### src/ex_defs.svh
/*
  execute stage sizing macros
  EX_XLEN is fixed at 64 by the Alpha encodings in the integer path
  EX_TAG_W must cover every tag that can be in flight at once
  EX_MULT_STAGES must be 2 or more
*/
`ifndef EX_DEFS_SVH
`define EX_DEFS_SVH

//////////////////////////////
// datapath
//////////////////////////////

// machine word
`define EX_XLEN 64

// destination tag carried to the bus
`define EX_TAG_W 6

//////////////////////////////
// multiplier
//////////////////////////////

// pipe depth, one multiplier slice per stage
`define EX_MULT_STAGES 4

`endif

### src/ex_pkg.sv
/*
  shared types of the execute stage
  inst_word_u assumes the Alpha 32-bit layout, opcode in bits 31:26
  the memory displacement is taken from the low 16 bits of either view
*/
`include "ex_defs.svh"

package ex_pkg;

  //////////////////////////////
  // control encodings
  //////////////////////////////

  // ALU function select
  typedef enum logic [3:0] {
    ALU_ADDQ   = 4'h0,
    ALU_SUBQ   = 4'h1,
    ALU_AND    = 4'h2,
    ALU_BIC    = 4'h3,
    ALU_BIS    = 4'h4,
    ALU_ORNOT  = 4'h5,
    ALU_XOR    = 4'h6,
    ALU_EQV    = 4'h7,
    ALU_SRL    = 4'h8,
    ALU_SLL    = 4'h9,
    ALU_SRA    = 4'ha,
    ALU_CMPULT = 4'hb,
    ALU_CMPEQ  = 4'hc,
    ALU_CMPULE = 4'hd,
    ALU_CMPLT  = 4'he,
    ALU_CMPLE  = 4'hf
  } alu_func_e;

  // operand A source
  typedef enum logic [1:0] {
    ALU_OPA_IS_REGA     = 2'h0,
    ALU_OPA_IS_MEM_DISP = 2'h1,
    ALU_OPA_IS_NPC      = 2'h2,
    ALU_OPA_IS_NOT3     = 2'h3
  } opa_sel_e;

  // operand B source, code 3 unused
  typedef enum logic [1:0] {
    ALU_OPB_IS_REGB    = 2'h0,
    ALU_OPB_IS_ALU_IMM = 2'h1,
    ALU_OPB_IS_BR_DISP = 2'h2
  } opb_sel_e;

  //////////////////////////////
  // instruction word
  //////////////////////////////

  // operate format, literal in 20:13
  typedef struct packed {
    logic [5:0]  opcode;
    logic [4:0]  ra;
    logic [7:0]  alu_imm;
    logic [12:0] func;
  } op_fmt_t;

  // branch format
  typedef struct packed {
    logic [5:0]  opcode;
    logic [4:0]  ra;
    logic [20:0] disp;
  } br_fmt_t;

  typedef union packed {
    op_fmt_t op;
    br_fmt_t br;
  } inst_word_u;

  // what goes out on the bus
  typedef struct packed {
    logic [`EX_TAG_W-1:0] tag;
    logic [`EX_XLEN-1:0]  value;
    logic                 take_branch;
  } ex_result_t;

endpackage

### src/ex_result_if.sv
/*
  valid/ready result channel between a functional unit and the arbiter
  transfer on a rising edge with valid and ready both high
  producer holds data and valid steady while ready is low
*/
`timescale 1ns/1ps

interface ex_result_if import ex_pkg::*; ();

  // handshake
  logic       valid;
  logic       ready;

  // tag, value and take_branch
  ex_result_t data;

  // functional unit side
  modport producer (
    output valid,
    output data,
    input  ready
  );

  // arbiter side
  modport consumer (
    input  valid,
    input  data,
    output ready
  );

endinterface

### src/ex_complete_arb.sv
/*
  merges the integer and multiply results onto one bus port
  purely combinational select, alternating priority under contention
  grant memory moves only on a bus transfer
*/
`include "ex_defs.svh"
`timescale 1ns/1ps

module ex_complete_arb import ex_pkg::*; (
  input  logic                 clock,
  input  logic                 reset,
  ex_result_if.consumer        int_res,
  ex_result_if.consumer        mul_res,
  output logic                 cdb_valid,
  output logic [`EX_TAG_W-1:0] cdb_tag,
  output logic [`EX_XLEN-1:0]  cdb_value,
  output logic                 cdb_take_branch,
  input  logic                 cdb_ready
);

  logic       last_mul;
  logic       grant_int;
  logic       grant_mul;
  ex_result_t win;

  //////////////////////////////
  // grant
  //////////////////////////////

  // when both request the side that lost last time goes
  assign grant_int = int_res.valid & (~mul_res.valid | last_mul);
  assign grant_mul = mul_res.valid & (~int_res.valid | ~last_mul);

  // remember the winner of each transfer
  always_ff @(posedge clock) begin
    if (reset) begin
      last_mul <= 1'b0;
    end else if (cdb_valid && cdb_ready) begin
      last_mul <= grant_mul;
    end
  end

  //////////////////////////////
  // bus port
  //////////////////////////////

  assign win = grant_mul ? mul_res.data : int_res.data;

  assign cdb_valid       = int_res.valid | mul_res.valid;
  assign cdb_tag         = win.tag;
  assign cdb_value       = win.value;
  assign cdb_take_branch = win.take_branch;

  // only the granted side sees ready
  assign int_res.ready = grant_int & cdb_ready;
  assign mul_res.ready = grant_mul & cdb_ready;

endmodule

### src/flat_wrapper.sv
// flat-port wrapper written by rule: the top's interface ports become plain ports
module ex_complete_arb_flat import ex_pkg::*;
  (clock, reset, cdb_valid, cdb_tag, cdb_value, cdb_take_branch, cdb_ready, int_res_valid, int_res_data, int_res_ready, mul_res_valid, mul_res_data, mul_res_ready);
  ex_result_if int_res_i ();
  ex_result_if mul_res_i ();
  input  logic clock;
  input  logic reset;
  output logic cdb_valid;
  output logic [`EX_TAG_W-1:0] cdb_tag;
  output logic [`EX_XLEN-1:0] cdb_value;
  output logic cdb_take_branch;
  input  logic cdb_ready;
  input wire logic [$bits(int_res_i.valid)-1:0] int_res_valid;
  input wire logic [$bits(int_res_i.data)-1:0] int_res_data;
  output wire logic [$bits(int_res_i.ready)-1:0] int_res_ready;
  input wire logic [$bits(mul_res_i.valid)-1:0] mul_res_valid;
  input wire logic [$bits(mul_res_i.data)-1:0] mul_res_data;
  output wire logic [$bits(mul_res_i.ready)-1:0] mul_res_ready;
  assign int_res_i.valid = int_res_valid;
  assign int_res_i.data = int_res_data;
  assign int_res_ready = int_res_i.ready;
  assign mul_res_i.valid = mul_res_valid;
  assign mul_res_i.data = mul_res_data;
  assign mul_res_ready = mul_res_i.ready;
  ex_complete_arb u_core (.clock(clock), .reset(reset), .int_res(int_res_i), .mul_res(mul_res_i), .cdb_valid(cdb_valid), .cdb_tag(cdb_tag), .cdb_value(cdb_value), .cdb_take_branch(cdb_take_branch), .cdb_ready(cdb_ready));
endmodule
### config.mk
export PLATFORM = sky130hd
export DESIGN_NAME = ex_complete_arb_flat
export DESIGN_NICKNAME = d
export VERILOG_FILES = /design/src/ex_pkg.sv /design/src/ex_result_if.sv /design/src/ex_complete_arb.sv /design/src/flat_wrapper.sv
export VERILOG_INCLUDE_DIRS = /design/src
export SDC_FILE = /design/constraint.sdc
export NUM_CORES = 1
export LEC_CHECK = 0
export BUFFER_PORTS_ARGS = -buffer_cell sky130_fd_sc_hd__buf_4
export CORE_AREA = 4 4 84 86
export CTS_BUF_LIST = sky130_fd_sc_hd__clkbuf_8
export DETAILED_ROUTE_END_ITERATION = 8
export DIE_AREA = 0 0 88 90
export HOLD_SLACK_MARGIN = 0.02
export SLEW_MARGIN = 20
export SYNTH_ARGS = -nofsm -noshare
export SYNTH_HDL_FRONTEND = slang
export SYNTH_SLANG_ARGS = --single-unit
### constraint.sdc
create_clock -name clock -period 1.4 [get_ports clock]
set_input_delay 0.07 -clock clock [delete_from_list [all_inputs] [get_ports clock]]
set_output_delay 0.07 -clock clock [all_outputs]
set_load 0.01 [all_outputs]
Yosys cells after proc, flatten, opt, wreduce, memory -nomap -nowiden
Cells that the tools add are included.
- multiplexer cells: 1
- bitwise gates (word level): 10
- reduce and logical (&&, ||, !) cells: 1
- operator list (cell ; count):
    two-way mux 71 bit ; 1
    AND 1 bit ; 4
    inverter 1 bit ; 3
    bitwise OR 1 bit ; 3
    logical AND 1 bit ; 1
- register bits: 1
- input bits: 147
- logic and storage cells: 13

Longest topological paths before layout
- word-level depth: 4
- gate-level depth with buffers: 4
- mapped depth without buffers: 2

Least setup slack after synthesis
Ideal clock, no wire load.
- path type: register -> output
- start point: register u_core.last_mul
- end point: output port cdb_value[0]
- arrival: 1.098 ns
- required time: 1.330 ns
- setup slack: 0.232 ns
- cell stages (with the launch flop): 5
- buffers on the path: 2
- cell sequence: dfxtp_1 a21boi_2 buf_12 buf_12 mux2_4
- word-level cells in the longest chain between the ends: 4
- RTL lines (what ; RTL line ; text):
    start: declaration ; ex_complete_arb.sv:21 ; logic last_mul;
    start signal: assignment ; ex_complete_arb.sv:39 ; last_mul <= grant_mul;
    inverter 1 bit ; ex_complete_arb.sv:32 ; assign grant_mul = mul_res.valid & (~int_res.valid | ~last_mul);
    bitwise OR 1 bit ; ex_complete_arb.sv:32 ;
    AND 1 bit ; ex_complete_arb.sv:32 ;
    two-way mux 71 bit ; ex_complete_arb.sv:47 ; assign win = grant_mul ? mul_res.data : int_res.data;
    end: declaration ; flat_wrapper.sv:10 ; output logic [`EX_XLEN-1:0] cdb_value;
No other way between the ends.

Worst setup path in the final report
- start point: register u_core.last_mul
- end point: output port cdb_value[52]
Same word-level chain as after synthesis.

==> impl_summary.log <==
[metrics] crit path DAT: ~1.3 ns
[metrics] antenna violations before repair: 0
[metrics] global-route wire length before repair: 9.39 mm
[metrics] share of the yosys chip area belonging to registers: roughly 1.5%
[metrics] core area: 6280 um^2
[metrics] clock latency on the worst-skew pair: 0 ns
[metrics] Slowest Stage Delay on Critical Path: approximately 0.32 ns
[metrics] total standard cell area after synthesis: between 1000 and 1500 um^2
[metrics] cell area after placement: between 2000 and 3000 um^2
[metrics] largest net degree at the start of global routing: 33
[metrics] Post-Synthesis Cells: approximately 90
[metrics] maximum clock frequency: 0.722 GHz
[metrics] fraction of synthesized cell area taken by the top area cell type: around four fifths
[metrics] number of endpoints with negative hold slack in the final report: 0
[metrics] total congestion overflow: 0
[metrics] final number of max-transition violations: 0
[metrics] filler cell count in the final layout: around 570
[metrics] Wirelength per Cell: roughly 18 um
[metrics] post-route ant nets: 0
[metrics] buffers and inverters on the worst path: 3
[metrics] Switching Power: roughly 410 uW
[metrics] Horiz. Die Dim: 88 um
[metrics] headroom to the max-slew limit: 88.7%
[metrics] Switching Share: about a third
[metrics] GR Util met1: 15.9%
[metrics] most used standard cell by instance count after synthesis: sky130_fd_sc_hd__mux2_4
[metrics] FF+latch count, synth: 1
[metrics] cell count after placement: 383
[metrics] final estimated routing congestion in global placement: about 0.87
[metrics] non-filler instance count after layout: just under 400
[metrics] DR vias/cell: between 4 and 5
[metrics] via count: between 1,500 and 2,000
[metrics] RSZ-0062 raised after global routing: true
[metrics] DRC Markers: 0
[metrics] count of hold buffers inserted by post-cts repair: 0
[metrics] area enclosed by the die boundary: approximately 7900 um^2
[metrics] Final setup viols: 0
[metrics] flip-flop count of the largest register, all copies and words added: 1
[metrics] DR iter-0 viols: 56
[metrics] Seq pwr share: 2.6%
[metrics] time the final worst path needs with I/O delays and setup: roughly 1.4 ns
[metrics] asr flop ratio synth: 0%
[metrics] highest ir drop seen on vdd: about 0.21 mV
[metrics] class of the most critical hold timing path: primary input to register
[metrics] maximum fanout encountered on the critical timing path: 15
[metrics] Starting Density: 20.7%
[metrics] type of element capturing the critical path: output port
[metrics] DIE HEIGHT: 90 um
[metrics] worst path required time: 1.33 ns
[metrics] part of the total power dissipated in combinational logic: between 90% and 100%
[metrics] most frequently used flop master after synthesis: sky130_fd_sc_hd__dfxtp_1
[metrics] most flop-heavy register: u_core.last_mul
[metrics] count of warnings emitted by yosys: 0
[metrics] Synthesized Nets: 236
[metrics] cell types with the highest counts after synthesis: 69 x sky130_fd_sc_hd__mux2_4, 8 x sky130_fd_sc_hd__buf_12, 2 x sky130_fd_sc_hd__a21oi_1, 2 x sky130_fd_sc_hd__mux2_2
[metrics] Most Crowded Layer GR: met2
[metrics] diodes inserted: 0
[metrics] total detailed-routing wirelength: approximately 6.9 mm
[metrics] count of pins on the block boundary: 221
[metrics] CTS clock-pin slew for the worst setup and hold paths: 0 ns
[metrics] Yosys top cell by area: sky130_fd_sc_hd__mux2_4
[metrics] Detailed Place HPWL: between 5 and 6 mm
[metrics] Crit path max-delay family: buffers and inverters
[metrics] Clk network pwr share: 0%
[metrics] fraction of met3 tracks used by global routing: under 10%
[metrics] fraction of final layout cells sized beyond drive strength 1: 98.1%
[metrics] outcome: finished clean
[metrics] EDFF count, synth: 0
[metrics] count of different cell masters after synthesis: 12
[metrics] Critical Path Start Type: register
[metrics] class of the most critical setup path: register to output port
[metrics] final standard cell area without fillers: between 3000 and 4000 um^2
[metrics] average footprint of a synthesized cell: approximately 15 um^2
[metrics] post-layout power: approximately 1300 uW
[metrics] Worst Max-Slew Pin Slew: ~0.17 ns
[metrics] ordered list of cells on the worst path: a21boi_4 > buf_6 > buf_12 > mux2_4 > buf_6
[metrics] routing usage on met2: between 20 and 30%
[metrics] slowest library cell on the worst path: sky130_fd_sc_hd__mux2_4
[metrics] skew final: 0 ns
[metrics] registers with the most flip-flops: u_core.last_mul: 1 flops
[metrics] row count: 29
[metrics] share of the clock period used by the worst path: 99.0%
[metrics] overall fraction of global-route tracks in use: between 10% and 20%
[metrics] ranking of synthesized cells by area: sky130_fd_sc_hd__mux2_4 80%, sky130_fd_sc_hd__buf_12 12%, sky130_fd_sc_hd__mux2_2 1.7%, sky130_fd_sc_hd__dfxtp_1 1.5%, sky130_fd_sc_hd__a21boi_2 0.87%
[metrics] number of port buffers: 220
[metrics] DR pass1 iterations: 7
[metrics] most numerous cell on the critical path: sky130_fd_sc_hd__buf_6
[metrics] leakage dissipation: about 0.0018 uW
[metrics] count of maximum capacitance violations: 0
[metrics] internal power: ~900 uW
[metrics] power density cells: between 400 and 500 nW/um^2
[metrics] nets@finish: ~460
[metrics] Layout area overhead: 149%
[metrics] via count of the first global-routing pass: approximately 1,800
==> final timing paths <==
kind	endpoint	slack, ns	cells after the start	start
setup / recovery	cdb_value[52]	0.01	5	u_core.last_mul$_SDFFE_PP0P_
hold / removal	u_core.last_mul$_SDFFE_PP0P_	0.22	2	reset
setup reg to reg	u_core.last_mul$_SDFFE_PP0P_	0.56	3	u_core.last_mul$_SDFFE_PP0P_
hold reg to reg	u_core.last_mul$_SDFFE_PP0P_	0.65	3	u_core.last_mul$_SDFFE_PP0P_
==> power groups by stage <==
stage | combinational (uW) | sequential, uW | clock, uW
CTS | 1190 | 33.5 | 0
global placement | 1130 | 32.7 | 0
detailed placement | 1140 | 33.0 | 0
finish | 1270 | 33.5 | 0
floorplan | 546 | 32.4 | 0
global route | 1340 | 33.8 | 0
==> per-layer routing <==
| layer | up-vias | share of wire [%] | wire (um) |
|---|---|---|---|
| li1 | 786 | - | - |
| met1 | 726 | 34 | 2330 |
| met2 | 132 | 50 | 3460 |
| met3 | 10 | 14 | 991 |
| met4 | 0 | 1.6 | 110 |
| met5 | - | 0 | 0 |
==> cell families (layout without fill, tap and decap cells) <==
group | after synthesis | in the layout | share of synthesized area [%]
AO/OA/AOI/OAI | 4 | 4 | 2.41
multiplexers | 71 | 71 | 81.6
buffers and inverters | 9 | 234 | 12.6
AND/OR/NAND/NOR | 4 | 4 | 1.83
flip-flops | 1 | 1 | 1.54
==> cells in the final DEF (no fill, tap or decap) <==
master / instances
sky130_fd_sc_hd__dfxtp_2: 1
sky130_fd_sc_hd__buf_4: 184
sky130_fd_sc_hd__nand3b_1: 1
sky130_fd_sc_hd__and2_1: 1
sky130_fd_sc_hd__a21boi_4: 1
sky130_fd_sc_hd__or2_2: 1
sky130_fd_sc_hd__inv_1: 1
sky130_fd_sc_hd__a21oi_1: 2
sky130_fd_sc_hd__mux2_2: 2
sky130_fd_sc_hd__mux2_4: 69
sky130_fd_sc_hd__a21bo_2: 1
sky130_fd_sc_hd__buf_12: 2
sky130_fd_sc_hd__nand2_1: 1
sky130_fd_sc_hd__buf_6: 44
sky130_fd_sc_hd__clkbuf_16: 3
==> cell type report <==
cell class	count	area (um^2)	share of cell area, %
inverter	1	3.75	0.116
multi-input combinational	79	1120	34.7
sequential	1	21.3	0.658
tap	77	96.3	2.98
timing repair buffer	233	1990	61.6
==> timing repair <==
| item | 4_1_cts | 5_1_grt |
|---|---|---|
| pin swaps | 0 | 1 |
| resized for setup | 26 | 17 |
| endpoints found under the setup margin | 44 | 60 |
| buffers inserted | 0 | 3 |
| gates cloned | 0 | 5 |
==> through the flow <==
step	util [%]	setup slack, ns	hold WS (ns)	setup TNS (ns)
floorplan	-	0.232	0.139	0
global placement	47.1	0.0103	0.228	0
detailed placement	47.1	-0.0293	0.229	-0.388
CTS	48.6	-0.00619	0.222	-0.00619
global route	51.5	-0.0284	0.243	-0.501
finish	51.5	0.0144	0.220	0
No activity file was read; power rests on OpenSTA's default activity.
